**config.mk**
```make
export PLATFORM = sky130hd
export DESIGN_NAME = csr_unit
export DESIGN_NICKNAME = d
export VERILOG_FILES = /design/src/csr_pkg.sv /design/src/core_pkg.sv /design/src/csr.sv /design/src/csr_exec.sv /design/src/trap_seq.sv /design/src/csr_unit.sv
export SDC_FILE = /design/constraint.sdc
export NUM_CORES = 1
export LEC_CHECK = 0
export ABC_AREA = 1
export BUFFER_PORTS_ARGS = -buffer_cell sky130_fd_sc_hd__buf_2
export CAP_MARGIN = 25
export CELL_PAD_IN_SITES_DETAIL_PLACEMENT = 1
export CELL_PAD_IN_SITES_GLOBAL_PLACEMENT = 1
export CORE_MARGIN = 3
export CORE_UTILIZATION = 25
export CTS_CLUSTER_DIAMETER = 80
export CTS_CLUSTER_SIZE = 20
export DETAILED_ROUTE_END_ITERATION = 12
export PLACE_DENSITY_LB_ADDON = 0.12
export SLEW_MARGIN = 20
export SYNTH_ARGS = -nofsm -noshare
export SYNTH_HDL_FRONTEND = slang
export SYNTH_HIERARCHICAL = 1
export SYNTH_SLANG_ARGS = --single-unit
```
**constraint.sdc**
```tcl
create_clock -name clk -period 10.8 [get_ports clk]
set_input_delay 2.16 -clock clk [delete_from_list [all_inputs] [get_ports clk]]
set_output_delay 2.16 -clock clk [all_outputs]
set_load 0.03 [all_outputs]
```
**src/csr_pkg.sv**
```systemverilog
package csr_pkg;

    // -------------------------------------------------------------------------
    // Machine-mode CSR addresses
    // -------------------------------------------------------------------------

    typedef enum logic [11:0] {
        CSR_SATP     = 12'h180,
        CSR_MSTATUS  = 12'h300,
        CSR_MIE      = 12'h304,
        CSR_MTVEC    = 12'h305,
        CSR_MSCRATCH = 12'h340,
        CSR_MEPC     = 12'h341,
        CSR_MCAUSE   = 12'h342,
        CSR_MTVAL    = 12'h343,
        CSR_MIP      = 12'h344,
        CSR_MCYCLE   = 12'hB00,
        CSR_MHARTID  = 12'hF14
    } csr_addr_e;

    // -------------------------------------------------------------------------
    // Write masks and mstatus fields
    // -------------------------------------------------------------------------

    // MIE, MPIE and the two MPP bits are the only mstatus fields implemented
    localparam logic [31:0] MSTATUS_MASK = 32'h0000_1888;

    // Direct mode only, so the mode field always reads zero
    localparam logic [31:0] MTVEC_MASK   = 32'hFFFF_FFFC;

    // Software, timer and external pending bits
    localparam logic [31:0] MIP_MASK     = 32'h0000_0888;

    localparam int MSTATUS_MIE    = 3;
    localparam int MSTATUS_MPIE   = 7;
    localparam int MSTATUS_MPP_LO = 11;

    // -------------------------------------------------------------------------
    // Architectural register bundle
    // -------------------------------------------------------------------------

    typedef struct packed {
        logic [31:0] mstatus;
        logic [31:0] mtvec;
        logic [31:0] mip;
        logic [31:0] mie;
        logic [31:0] mscratch;
        logic [31:0] mcause;
        logic [31:0] mtval;
        logic [31:0] mepc;
        logic [31:0] mcycle;
        logic [31:0] mhartid;
        logic [31:0] satp;
    } csr_pack;

endpackage

```
**src/core_pkg.sv**
```systemverilog
package core_pkg;

    localparam int XLEN = 32;

    // Register forms first, then the immediate forms
    typedef enum logic [2:0] {
        CSR_RW,
        CSR_RS,
        CSR_RC,
        CSR_RWI,
        CSR_RSI,
        CSR_RCI
    } csr_op_e;

    typedef struct packed {
        logic            valid;
        csr_op_e         op;
        logic [11:0]     addr;
        logic [XLEN-1:0] rs1_data;
        logic [4:0]      zimm;
        logic            rs1_zero;
    } csr_req;

    typedef struct packed {
        logic            csr_write_enable;
        logic [11:0]     csr_dest_addr;
        logic [XLEN-1:0] csr_write_data;
    } csr_writer;

    typedef struct packed {
        logic            trap_valid;
        logic            mret_valid;
        logic [XLEN-1:0] cause;
        logic [XLEN-1:0] pc;
        logic [XLEN-1:0] tval;
    } trap_req;

    typedef struct packed {
        logic            valid;
        logic [XLEN-1:0] pc;
    } redirect;

endpackage

```
**src/csr.sv**
```systemverilog
`timescale 1ns/10ps

module csr (
    input  logic                clk,
    input  logic                rst,
    input  core_pkg::csr_writer writer,
    output csr_pkg::csr_pack    csrs
);

    csr_pkg::csr_pack csr_reg;
    logic             mcycle_hit;

    assign csrs = csr_reg;

    // A write to mcycle replaces the increment on that edge
    assign mcycle_hit = writer.csr_write_enable && (writer.csr_dest_addr == csr_pkg::CSR_MCYCLE);

    always_ff @(posedge clk or posedge rst) begin
        if (rst) begin
            csr_reg <= '0;
        end else begin
            if (!mcycle_hit) begin
                csr_reg.mcycle <= csr_reg.mcycle + 32'd1;
            end
            if (writer.csr_write_enable) begin
                case (writer.csr_dest_addr)
                    csr_pkg::CSR_MSTATUS:
                        csr_reg.mstatus <= writer.csr_write_data & csr_pkg::MSTATUS_MASK;
                    csr_pkg::CSR_MTVEC:
                        csr_reg.mtvec <= writer.csr_write_data & csr_pkg::MTVEC_MASK;
                    csr_pkg::CSR_MIP:
                        csr_reg.mip <= writer.csr_write_data & csr_pkg::MIP_MASK;
                    csr_pkg::CSR_MIE:      csr_reg.mie      <= writer.csr_write_data;
                    csr_pkg::CSR_MSCRATCH: csr_reg.mscratch <= writer.csr_write_data;
                    csr_pkg::CSR_MCAUSE:   csr_reg.mcause   <= writer.csr_write_data;
                    csr_pkg::CSR_MTVAL:    csr_reg.mtval    <= writer.csr_write_data;
                    csr_pkg::CSR_MEPC:     csr_reg.mepc     <= writer.csr_write_data;
                    csr_pkg::CSR_MCYCLE:   csr_reg.mcycle   <= writer.csr_write_data;
                    csr_pkg::CSR_MHARTID:  csr_reg.mhartid  <= writer.csr_write_data;
                    csr_pkg::CSR_SATP:     csr_reg.satp     <= writer.csr_write_data;
                    default: begin
                    end
                endcase
            end
        end
    end

    // Neither the executor nor the trap sequencer may emit a write to an unknown CSR
    assert property (@(posedge clk) disable iff (rst)
        writer.csr_write_enable |-> writer.csr_dest_addr inside {
            csr_pkg::CSR_MSTATUS, csr_pkg::CSR_MIE, csr_pkg::CSR_MTVEC,
            csr_pkg::CSR_MSCRATCH, csr_pkg::CSR_MEPC, csr_pkg::CSR_MCAUSE,
            csr_pkg::CSR_MTVAL, csr_pkg::CSR_MIP, csr_pkg::CSR_SATP,
            csr_pkg::CSR_MCYCLE, csr_pkg::CSR_MHARTID});

endmodule

```
**src/csr_exec.sv**
```systemverilog
`timescale 1ns/10ps

module csr_exec (
    input  core_pkg::csr_req              req,
    input  csr_pkg::csr_pack              csrs,
    output logic [core_pkg::XLEN-1:0]     rd_data,
    output logic                          illegal,
    output core_pkg::csr_writer           exec_wr
);

    logic [core_pkg::XLEN-1:0] old_val;
    logic [core_pkg::XLEN-1:0] operand;
    logic [core_pkg::XLEN-1:0] new_val;
    logic                      known;
    logic                      imm_form;
    logic                      src_zero;
    logic                      read_only_op;

    // -------------------------------------------------------------------------
    // Read side
    // -------------------------------------------------------------------------

    always_comb begin
        known   = 1'b1;
        old_val = '0;
        case (req.addr)
            csr_pkg::CSR_MSTATUS:  old_val = csrs.mstatus;
            csr_pkg::CSR_MIE:      old_val = csrs.mie;
            csr_pkg::CSR_MTVEC:    old_val = csrs.mtvec;
            csr_pkg::CSR_MSCRATCH: old_val = csrs.mscratch;
            csr_pkg::CSR_MEPC:     old_val = csrs.mepc;
            csr_pkg::CSR_MCAUSE:   old_val = csrs.mcause;
            csr_pkg::CSR_MTVAL:    old_val = csrs.mtval;
            csr_pkg::CSR_MIP:      old_val = csrs.mip;
            csr_pkg::CSR_SATP:     old_val = csrs.satp;
            csr_pkg::CSR_MCYCLE:   old_val = csrs.mcycle;
            csr_pkg::CSR_MHARTID:  old_val = csrs.mhartid;
            default:               known   = 1'b0;
        endcase
    end

    assign rd_data = old_val;
    assign illegal = req.valid && !known;

    // -------------------------------------------------------------------------
    // Write side
    // -------------------------------------------------------------------------

    assign imm_form = req.op inside {core_pkg::CSR_RWI, core_pkg::CSR_RSI, core_pkg::CSR_RCI};

    assign operand  = imm_form ? {{(core_pkg::XLEN-5){1'b0}}, req.zimm} : req.rs1_data;
    assign src_zero = imm_form ? (req.zimm == 5'd0) : req.rs1_zero;

    always_comb begin
        case (req.op)
            core_pkg::CSR_RS,
            core_pkg::CSR_RSI: new_val = old_val | operand;
            core_pkg::CSR_RC,
            core_pkg::CSR_RCI: new_val = old_val & ~operand;
            default:           new_val = operand;
        endcase
    end

    // Set and clear with a zero source are pure reads and must not write
    assign read_only_op = src_zero && !(req.op inside {core_pkg::CSR_RW, core_pkg::CSR_RWI});

    assign exec_wr.csr_write_enable = req.valid && known && !read_only_op;
    assign exec_wr.csr_dest_addr    = req.addr;
    assign exec_wr.csr_write_data   = new_val;

endmodule

```
**src/trap_seq.sv**
```systemverilog
`timescale 1ns/10ps

module trap_seq (
    input  logic                clk,
    input  logic                rst,
    input  core_pkg::trap_req   trap,
    input  core_pkg::csr_writer exec_wr,
    input  csr_pkg::csr_pack    csrs,
    output core_pkg::csr_writer writer,
    output logic                busy,
    output core_pkg::redirect   redir
);

    typedef enum logic [2:0] {
        IDLE,
        W_CAUSE,
        W_EPC,
        W_TVAL,
        W_STATUS,
        M_STATUS,
        REDIRECT
    } state_e;

    state_e                    state;
    state_e                    state_nxt;
    logic                      is_mret;
    logic [core_pkg::XLEN-1:0] cause_q;
    logic [core_pkg::XLEN-1:0] pc_q;
    logic [core_pkg::XLEN-1:0] tval_q;
    logic [31:0]               status_trap;
    logic [31:0]               status_mret;

    // -------------------------------------------------------------------------
    // Sequencing
    // -------------------------------------------------------------------------

    always_comb begin
        state_nxt = state;
        case (state)
            IDLE: begin
                if (trap.trap_valid) begin
                    state_nxt = W_CAUSE;
                end else if (trap.mret_valid) begin
                    state_nxt = M_STATUS;
                end
            end
            W_CAUSE:  state_nxt = W_EPC;
            W_EPC:    state_nxt = W_TVAL;
            W_TVAL:   state_nxt = W_STATUS;
            W_STATUS: state_nxt = REDIRECT;
            M_STATUS: state_nxt = REDIRECT;
            default:  state_nxt = IDLE;
        endcase
    end

    always_ff @(posedge clk or posedge rst) begin
        if (rst) begin
            state   <= IDLE;
            is_mret <= 1'b0;
        end else begin
            state <= state_nxt;
            if (state == IDLE && (trap.trap_valid || trap.mret_valid)) begin
                is_mret <= trap.mret_valid;
            end
        end
    end

    // Trap payload for the mcause, mepc and mtval writes
    always_ff @(posedge clk) begin
        if (state == IDLE && trap.trap_valid) begin
            cause_q <= trap.cause;
            pc_q    <= trap.pc;
            tval_q  <= trap.tval;
        end
    end

    // -------------------------------------------------------------------------
    // mstatus updates and write port
    // -------------------------------------------------------------------------

    always_comb begin
        status_trap = csrs.mstatus;
        status_trap[csr_pkg::MSTATUS_MPIE] = csrs.mstatus[csr_pkg::MSTATUS_MIE];
        status_trap[csr_pkg::MSTATUS_MIE] = 1'b0;
        status_trap[csr_pkg::MSTATUS_MPP_LO +: 2] = 2'b11;

        status_mret = csrs.mstatus;
        status_mret[csr_pkg::MSTATUS_MIE] = csrs.mstatus[csr_pkg::MSTATUS_MPIE];
        status_mret[csr_pkg::MSTATUS_MPIE] = 1'b1;
        status_mret[csr_pkg::MSTATUS_MPP_LO +: 2] = 2'b11;
    end

    always_comb begin
        writer.csr_write_enable = 1'b1;
        writer.csr_dest_addr    = csr_pkg::CSR_MSTATUS;
        writer.csr_write_data   = status_trap;
        case (state)
            IDLE: begin
                // A trap or mret in the same cycle wins over the instruction
                writer = exec_wr;
                if (trap.trap_valid || trap.mret_valid) begin
                    writer.csr_write_enable = 1'b0;
                end
            end
            W_CAUSE: begin
                writer.csr_dest_addr  = csr_pkg::CSR_MCAUSE;
                writer.csr_write_data = cause_q;
            end
            W_EPC: begin
                writer.csr_dest_addr  = csr_pkg::CSR_MEPC;
                writer.csr_write_data = pc_q;
            end
            W_TVAL: begin
                writer.csr_dest_addr  = csr_pkg::CSR_MTVAL;
                writer.csr_write_data = tval_q;
            end
            M_STATUS: writer.csr_write_data = status_mret;
            W_STATUS: writer.csr_write_data = status_trap;
            default:  writer.csr_write_enable = 1'b0;
        endcase
    end

    assign busy      = (state != IDLE);
    assign redir.valid = (state == REDIRECT);
    assign redir.pc    = is_mret ? csrs.mepc : csrs.mtvec;

    assert property (@(posedge clk) disable iff (rst)
        !(trap.trap_valid && trap.mret_valid));

    // A redirect sees the mstatus that its own sequence left in the register file
    assert property (@(posedge clk) disable iff (rst)
        redir.valid |-> csrs.mstatus[csr_pkg::MSTATUS_MPP_LO +: 2] == 2'b11 &&
            (is_mret ? csrs.mstatus[csr_pkg::MSTATUS_MPIE]
                     : !csrs.mstatus[csr_pkg::MSTATUS_MIE]));

endmodule

```
**src/csr_unit.sv**
```systemverilog
`timescale 1ns/10ps

module csr_unit (
    input  logic                          clk,
    input  logic                          rst,
    input  core_pkg::csr_req              req,
    input  core_pkg::trap_req             trap,
    output logic [core_pkg::XLEN-1:0]     rd_data,
    output logic                          illegal,
    output logic                          busy,
    output core_pkg::redirect             redir,
    output csr_pkg::csr_pack              csrs
);

    core_pkg::csr_writer exec_wr;
    core_pkg::csr_writer writer;

    csr_exec u_exec (
        .req     (req),
        .csrs    (csrs),
        .rd_data (rd_data),
        .illegal (illegal),
        .exec_wr (exec_wr)
    );

    // Sole owner of the register file write port
    trap_seq u_seq (
        .clk     (clk),
        .rst     (rst),
        .trap    (trap),
        .exec_wr (exec_wr),
        .csrs    (csrs),
        .writer  (writer),
        .busy    (busy),
        .redir   (redir)
    );

    csr u_csr (
        .clk    (clk),
        .rst    (rst),
        .writer (writer),
        .csrs   (csrs)
    );

endmodule

```
* After elaboration in Yosys (flattened, before gate mapping)
Cells that the tools add are included.
Storage, ports and cells: bits in registers 393, logic and storage cells 104, input bits 154, output and inout bits 419
Operators by class: equality and inequality tests 34, $add $sub $neg 1, reductions and logical operators 32, bitwise logic cells 3, mux-type cells 18
Operator list (number):
- 32-bit case mux with 11 select lines | 1
- 12-bit by 10-bit == test with 1-bit output, second input constant | 16
- 32-bit 2-to-1 mux | 6
- 32-bit case mux with 5 select lines | 1
- 96-bit 2-to-1 mux | 1
- 32-bit case mux with 2 select lines | 1
- 12-bit == test, second input constant | 4
- 12-bit case mux with 4 select lines | 1
- 32-bit by 1-bit adder with 32-bit output, second input constant | 1
- 32-bit AND | 1
- 32-bit inverter | 1
- 32-bit bitwise OR | 1
- 12-bit by 9-bit == test with 1-bit output, second input constant | 2
- 2-bit AND reduction | 10
- 3-bit == test, second input constant | 5
- 3-bit case mux with 5 select lines | 1
- 3-bit by 2-bit == test with 1-bit output, second input constant | 4
- 11-bit OR reduction | 1
- 1-bit logical AND | 7
- 3-bit by 1-bit == test with 1-bit output, second input constant | 2
- 3-bit logical NOT | 2
- 3-bit 2-to-1 mux | 2
- 3-bit nonzero test | 2
- 2-bit OR reduction | 3
- other kinds (8) | 12

* Depth between registers and ports, before layout
Gate-level depths: netlist (run 1).
depth in word-level cells 12, gate-level depth with buffers 23, mapped depth without buffers 19

* By module
Netlist (run 1), hierarchy kept.
By module, submodules not included:
- csr | instances 1, area an instance 12116.6 um^2, sequential area each 7332.0 um^2, cells an instance 1323
- trap_seq | instances 1, area an instance 4869.7 um^2, sequential area each 2982.9 um^2, cells an instance 499
- csr_exec | instances 1, area an instance 4531.8 um^2, sequential area each 0.0 um^2, cells an instance 1011

* Least setup slack after synthesis (run 1)
OpenSTA, ideal clock, no wires.
kind input -> register, start point input port trap[97] in the netlist's numbering, end point register u_seq/cause_q[0] in the netlist's numbering (enable), required time 10.248 ns, setup slack 4.053 ns, path buffers 0, stages on the path 2, setup time 0.552 ns, data arrival time 6.195 ns, cells stage by stage inv_1 nor2_1
On the way: word-level cells in the longest chain between the ends 1
Ends and longest elaborated chain:
- from (decl) | line csr_unit.sv:7 | input core_pkg::trap_req trap,
- 1-bit logical AND | line trap_seq.sv:70 | if (state == IDLE && trap.trap_valid) begin
- to (signal assigned) | line trap_seq.sv:71 | cause_q <= trap.cause;
- to (decl) | line trap_seq.sv:27 | logic [core_pkg::XLEN-1:0] cause_q;
Every way passes these cells. A chain may end at the register's enable or synchronous reset.

* Worst setup path in the final report (run 1)
start point input port req[39] in the netlist's numbering, end point output port rd_data[3] in the netlist's numbering
On the way: word-level cells in the longest chain between the ends 2, elaborated cells between the ends (all ways) 12, those cells by class 11 x eq/ne; 1 x mux
Ends and longest elaborated chain:
- from (decl) | line csr_unit.sv:6 | input core_pkg::csr_req req,
- 12-bit == test, or another cell as far along | line csr_exec.sv:26 | case (req.addr)
- 32-bit case mux with 11 select lines (*) | line csr_exec.sv:26
- to (decl) | line csr_unit.sv:8 | output logic [core_pkg::XLEN-1:0] rd_data,
Mark *: on every way between the ends. The rest lies on a longest branch, timed or not.

==> out/results.tsv, run 1 <==
stage	metric	value	unit
status	status	completed	
power_and_ir_drop	irDropWorstVdd	0.1244	mV
power_and_ir_drop	p_per_area	284.3	nW/um^2
logic_synthesis	synth_area	21520	sq um
layout	nNetsFinal	3412	
place	io_buffers	513	
sta	timing.final.crit_share	64.76	%
sta	fin_crit	6.994	ns
sta	skew	0.02107	ns
floorplanning	die_w	299.4	um
route	drt_wl_total	125.2	mm
clocking	cts_setup_buffers	0	
floorplanning	die-area	89630	sq um
route	post_drt_wl_per_cell	28.33	um
clocking	path_clk_slew	0.07	ns
min_path	hold_depth	2	
route	wl_met2	53.24	mm
clocking	numCtsBuffers	35	
sta	final-setup-viol-count	0	
critical_path	crit_arrival	4.83	ns
clocking	htree_num_levels	2	
logic_synthesis	synth.area.top_cells	dfrtp_1, nand2_1, edfxtp_1, nand3_1, o21ai_0	
sta	holdWs	0.5129	ns
place	dpl.hpwl	96.90	mm
grt	grt_max_degree	150	
route	drt_iter0_markers	1774	
route	viasPerCell	4.927	
layout	drive_gt1_share	21.80	%
floorplanning	initial_core_util	25.47	%
floorplanning	core	84480	sq um
critical_path	required	8.64	ns
critical_path	critPathKind	primary input to output pin	
layout	area_delta_synth_final	20.72	%
min_path	hp-class	flop to flop	
critical_path	reg2regPathDepth	11	
grt	first_global_vias	21772	
clocking	clock-sinks	393	
grt	grt_usage	27.16	%
sta	final_hold_viol_count	0	
route	wl_met1	57.35	mm
logic_synthesis	synth.avg_cell_area	7.596	sq um
logic_synthesis	yosysSeqAreaShare	47.94	%
grt	antenna_found_initial	6	
critical_path	critPathCaptureType	output pin	
floorplanning	pin_count	573	
place	gp_congestion	0.9236	
logic_synthesis	yosysWarnings	6	
clocking	cts_root_buf	clkbuf_16	
critical_path	path_max_fanout	47	
grt	grt_pass1_wl	174.3	mm
sta	fmax	0.1430	GHz
clocking	clk_path_buf_depth	3	
route	via_count	21781	
logic_synthesis	synth_top_area_share	34.54	%
layout	utilization	30.75	%
job	maxCapViolCount	0	
clocking	cts_tree	yes	
grt	grt_overflow	0	
route	ant_nets	0	
route	wl_met3	11.20	mm
logic_synthesis	synth-seq-cells	393	
critical_path	startpoint_type	primary input	
logic_synthesis	ys_types	36	
clocking	clk_latency	0.59	ns
logic_synthesis	syn_inst	2833	
route	drc	0	
sta	slew_violations	0	
route	dr.pass1.iters	5	
place	placed_area	24760	sq um
logic_synthesis	yosysTopAreaCell	dfrtp_1	
floorplanning	die-height	299.4	um
sta	relSlewSlack	29.25	%
clocking	cts.repair.resized	0	
power_and_ir_drop	finalPower	0.007387	W
sta	setup_tns	0	ns
sta	worstMarginPinSlew	1.050	ns
power_and_ir_drop	p_leak	13.37	nW
sta	rsz0062_at_grt	false	
route	top_layer	met5	
floorplanning	rows	106	
layout	final_cell_area	25980	sq um
clocking	hold_buffers	0	
worst max-delay path, cell delays in order:
cell,delay (ns)
buf_2,0.15
nor2_1,0.19
nand2_1,0.18
inv_4,0.44
buf_4,0.70
nand3_1,0.20
nand2_1,0.12
nor2_1,0.04
nand3_1,0.27
buf_2,0.27
registers in the layout (all words and copies together) (netlist names):
signal,flops
u_seq/is_mret,1
u_seq/state,3
u_seq/tval_q,32
u_csr/csrs,293
u_seq/pc_q,32
u_seq/cause_q,32
final timing paths:
| check | startpoint | endpoint | slack (ns) |
|---|---|---|---|
| hold / removal | u_csr/csrs[166]$_DFFE_PP0P_ | u_csr/csrs[166]$_DFFE_PP0P_ | 0.51 |
| min in group asynchronous | rst | u_seq/state[1]$_DFFE_PP0P_ | 1.54 |
| max in group asynchronous | rst | u_csr/csrs[248]$_DFFE_PP0P_ | 7.66 |
| hold reg to reg | u_csr/csrs[166]$_DFFE_PP0P_ | u_csr/csrs[166]$_DFFE_PP0P_ | 0.51 |
| setup reg to reg | u_seq/state[1]$_DFFE_PP0P_ | u_csr/csrs[16]$_DFFE_PP0P_ | 6.84 |
| setup / recovery | req[39] | rd_data[3] | 3.81 |
cells by family (layout without fill, tap and decap cells):
| kind of cell | count (synthesis) | count (layout) | synth area share [%] |
|---|---|---|---|
| and+or+nand+nor | 1622 | 1622 | 31.84 |
| DFF | 393 | 393 | 47.94 |
| other | 1 | 62 | 0.01743 |
| muxes | 32 | 32 | 1.675 |
| AOI/OAI and AO/OA | 335 | 335 | 8.001 |
| buffers and inverters | 431 | 824 | 9.740 |
| adders and majority gates | 1 | 1 | 0.05814 |
| xor gates and xnor gates | 18 | 18 | 0.7327 |
area by class of cell:
cell class,count,area (sq um)
antenna,3,7.507
clock buffer,37,893.4
clock inverter,27,312.8
fill,10420,58510
inverter,207,787.0
multi-input combinational,2067,9361
sequential,393,10320
tap,1134,1419
timing repair buffer,553,2880
per-stage QoR:
step / setup WS (ns) / instances
final: 3.806 / 4421
after global placement: 3.893 / 4354
after floorplan: 0.5492 / 2891
after global routing: 3.688 / 4418
after CTS: 3.888 / 4418
after detailed placement: 3.895 / 4354
placed cells by master, fill, tap and decap left out, types with 3 or more instances in the layout:
cell and n:
nor2_1 286, edfxtp_1 96, clkinv_4 4, or2_2 5, a21oi_2 10, clkbuf_16 35
nand2_2 5, conb_1 59, xnor2_1 9, nand3b_1 3, buf_2 513, nand2_1 852
nand4_1 16, inv_2 7, mux2_2 32, inv_8 8, inv_1 198, a21oi_1 57
nand3_1 397, nor2_2 19, o21ai_0 253, dfrtp_1 296, diode_2 3, xor2_1 9
nand3_2 12, o21ai_1 12, buf_4 39, nor3_1 16, inv_6 6, nor2_4 6
where the power goes:
part | total [W] | leakage [nW] | internal (W) | switching (W)
Combinational | 0.00342 | 8.09 | 0.000746 | 0.00268
Sequential | 0.00255 | 4.69 | 0.00196 | 0.000593
Clock | 0.00141 | 0.592 | 0.000691 | 0.000717
synth_stat cells (all sizes together):
| cell type | number |
|---|---|
| nor2 | 311 |
| nand3 | 409 |
| nand2 | 857 |
| nand4 | 16 |
| nand3b | 3 |
| edfxtp | 96 |
| o31ai | 1 |
| o21ai | 265 |
| xnor2 | 9 |
| o211ai | 1 |
| nor3 | 17 |
| ha | 1 |
| xor2 | 9 |
| dfrtp | 297 |
| a21oi | 67 |
| mux2 | 32 |
| a21o | 1 |
| buf | 149 |
| or2 | 5 |
| inv | 207 |
| conb | 1 |
| clkbuf | 75 |
| nor3b | 1 |
| nor4 | 3 |
layer usage:
metal	track usage (%)	up-vias
met1	38.27	10896
met3	8.467	122
met2	40.18	841
met5	0	-
met4	6.966	6
li1	-	9916
No activity file was read; power rests on OpenSTA's default activity.
==> run 2: changes to the inputs <==
--- a/config.mk
+++ b/config.mk
@@ -5,7 +5,7 @@
 export SDC_FILE = /design/constraint.sdc
 export NUM_CORES = 1
 export LEC_CHECK = 0
-export ABC_AREA = 1
+export ABC_AREA = 0
 export BUFFER_PORTS_ARGS = -buffer_cell sky130_fd_sc_hd__buf_2
 export CAP_MARGIN = 25
 export CELL_PAD_IN_SITES_DETAIL_PLACEMENT = 1
==> constraint.sdc (replaced) <==
create_clock -name clk -period 5.77 [get_ports clk]
set_input_delay 1.154 -clock clk [delete_from_list [all_inputs] [get_ports clk]]
set_output_delay 1.154 -clock clk [all_outputs]
set_load 0.03 [all_outputs]
==> out/results.tsv, run 2 <==
stage	metric	value	unit
power_and_ir_drop	irDropWorstVdd	0.1983	mV
route	drt_iter0_markers	1256	
sta	final_hold_viol_count	0	
place	dpl.hpwl	94.57	mm
sta	fin_crit	5.506	ns
clocking	clock-sinks	393	
sta	setup_tns	0	ns
floorplanning	die-height	301.0	um
critical_path	crit_chain	buf_2 -> nand4bb_1 -> buf_4 -> buf_4 -> or2_1 -> buf_4 -> a21oi_1 -> nor4_1 -> buf_4 -> inv_1 -> buf_2	
layout	stdcell_count	3577	
grt	grt_max_degree	142	
critical_path	crit_start	req[45]	
layout	final_cell_mix	buf_2, dfrtp_1, mux2_1, buf_4, a22oi_1	
grt	grt_usage	25.65	%
logic_synthesis	ys_types	101	
critical_path	r2r_end	u_csr/csrs[205]$_DFFE_PP0P_	
route	via_count	18669	
clocking	cts.repair.resized	0	
floorplanning	die_w	301.0	um
critical_path	reg2regPathDepth	12	
critical_path	path_max_fanout	17	
sta	final-setup-viol-count	0	
clocking	clk_path_buf_depth	3	
sta	worstMarginPinSlew	1.189	ns
place	io_buffers	513	
logic_synthesis	yosysMostFrequentCell	dfrtp_1	
layout	area_delta_synth_final	23.81	%
route	viasPerCell	5.219	
logic_synthesis	synth_top_area_share	34.16	%
critical_path	critPathKind	primary input to output pin	
grt	first_global_vias	19516	
sta	slew_violations	0	
sta	timing.final.crit_share	95.42	%
grt	grt_overflow	0	
floorplanning	rows	107	
route	drc	0	
power_and_ir_drop	p_leak	12.29	nW
layout	nNetsFinal	2554	
route	post_drt_wl_per_cell	33.54	um
logic_synthesis	synth_edf_count	96	
logic_synthesis	yosysSeqAreaShare	47.41	%
logic_synthesis	syn_inst	1883	
critical_path	crit_end	rd_data[27]	
logic_synthesis	ys.flop_type	dfrtp_1	
power_and_ir_drop	p_per_area	513.4	nW/um^2
critical_path	regToRegStartpoint	u_csr/csrs[141]$_DFFE_PP0P_	
route	drt_wl_total	120.0	mm
logic_synthesis	yosysWarnings	6	
floorplanning	initial_core_util	25.39	%
grt	grt_pass1_wl	162.8	mm
clocking	clk_latency	0.58	ns
critical_path	required	4.62	ns
critical_path	crit_arrival	4.35	ns
clocking	htree_num_levels	2	
grt	antenna_found_initial	18	
critical_path	cp_slowest_cell	nor4_1	
critical_path	cpPeakStageDelay	1.00	ns
layout	largest_reg_flops	293	
clocking	numCtsBuffers	35	
logic_synthesis	yosysTopAreaCell	dfrtp_1	
job	maxCapViolCount	0	
floorplanning	pin_count	573	
clocking	cts_tree	yes	
route	dr.pass1.iters	5	
critical_path	path_common_cell	buf_4	
layout	drive_gt1_share	34.86	%
place	dp_cells	3504	
place	gp_congestion	0.8868	
clocking	path_clk_slew	0.07	ns
sta	fmax	0.1816	GHz
min_path	hp-class	primary input to async pin	
sta	skew	0.02601	ns
logic_synthesis	synth.avg_cell_area	11.55	sq um
clocking	cts_setup_buffers	0	
floorplanning	core	85680	sq um
status	status	completed	
sta	relSlewSlack	19.99	%
clocking	hold_buffers	0	
logic_synthesis	synth-seq-cells	393	
logic_synthesis	synthTopCellsByCount	dfrtp_1, mux2_1, a22oi_1, nor2_1, edfxtp_1	
clocking	cts_root_buf	clkbuf_16	
layout	final_common_cell	buf_2	
critical_path	r2r_setup_slack	1.75	ns
logic_synthesis	synthArstFlopShare	75.57	%
floorplanning	die-area	90600	sq um
logic_synthesis	synth.area.top_cells	dfrtp_1, edfxtp_1, mux2_1, mux2_2, a22oi_1	
logic_synthesis	synth_area	21760	sq um
sta	holdWs	0.4999	ns
route	ant_nets	0	
critical_path	critPathCaptureType	output pin	
critical_path	startpoint_type	primary input	
sta	rsz0062_at_grt	false	
layout	utilization	31.44	%
run 2: power breakdown:
group	total (W)	internal [W]	switching [W]
Sequential	0.00464	0.00365	0.000995
Clock	0.00251	0.00128	0.00123
Combinational	0.00667	0.00202	0.00465
run 2: layer usage:
metal | up-vias | track usage (%) | wire (um)
met4 | 12 | 6.573 | 3204
met2 | 658 | 42.45 | 56740
met3 | 134 | 5.242 | 6741
li1 | 8028 | - | -
met5 | - | 0 | 73
met1 | 9837 | 34.13 | 53230
run 2: final cells by class:
cell class	count	area [sq um]
multi-input cells	1317	10310
flip-flops and latches	393	10320
fillers	9644	58740
inverters	18	85.08
clock buffers	41	929.6
clock inverters	21	212.7
well taps	1144	1431
diodes	9	22.52
repair buffers	634	3626
run 2: worst max-delay path: cells and delay by family:
kind	cells	cell delay, ns
AOI/OAI and AO/OA	1	0.12
buffers and inverters	7	1.53
and+or+nand+nor	3	1.50
run 2: kinds of logic after synthesis:
group	share of synthesized area [%]
AO/OA/AOI/OAI	13.53
AND/OR/NAND/NOR	11.04
flip-flops	47.41
multiplexers	20.44
buffers and inverters	6.383
XOR/XNOR	1.127
adder cells (fa/ha/maj)	0.05750
other	0.01724
run 2: worst min path at each step:
stage | endpoint | slack (ns) | depth (start not counted)
2_1_floorplan | u_seq/state[0]$_DFFE_PP0P_ | 0.63 | 2
3_3_place_gp | u_csr/csrs[155]$_DFFE_PP0P_ | 0.49 | 1
3_5_place_dp | u_csr/csrs[175]$_DFFE_PP0P_ | 0.50 | 1
4_1_cts | u_seq/state[0]$_DFFE_PP0P_ | 0.47 | 2
5_1_grt | u_seq/is_mret$_DFFE_PP0P_ | 0.50 | 2
6_report | u_seq/state[0]$_DFFE_PP0P_ | 0.50 | 2
run 2: metrics by stage:
stage	cell area (sq um)	power, W	setup slack [ns]
floorplan	21980	0.008201	0.7269
global placement	25730	0.01123	0.2890
detailed placement	25750	0.01135	0.2358
CTS	26890	0.01392	0.4289
global route	26920	0.01444	0.2546
finish	26940	0.01383	0.2644
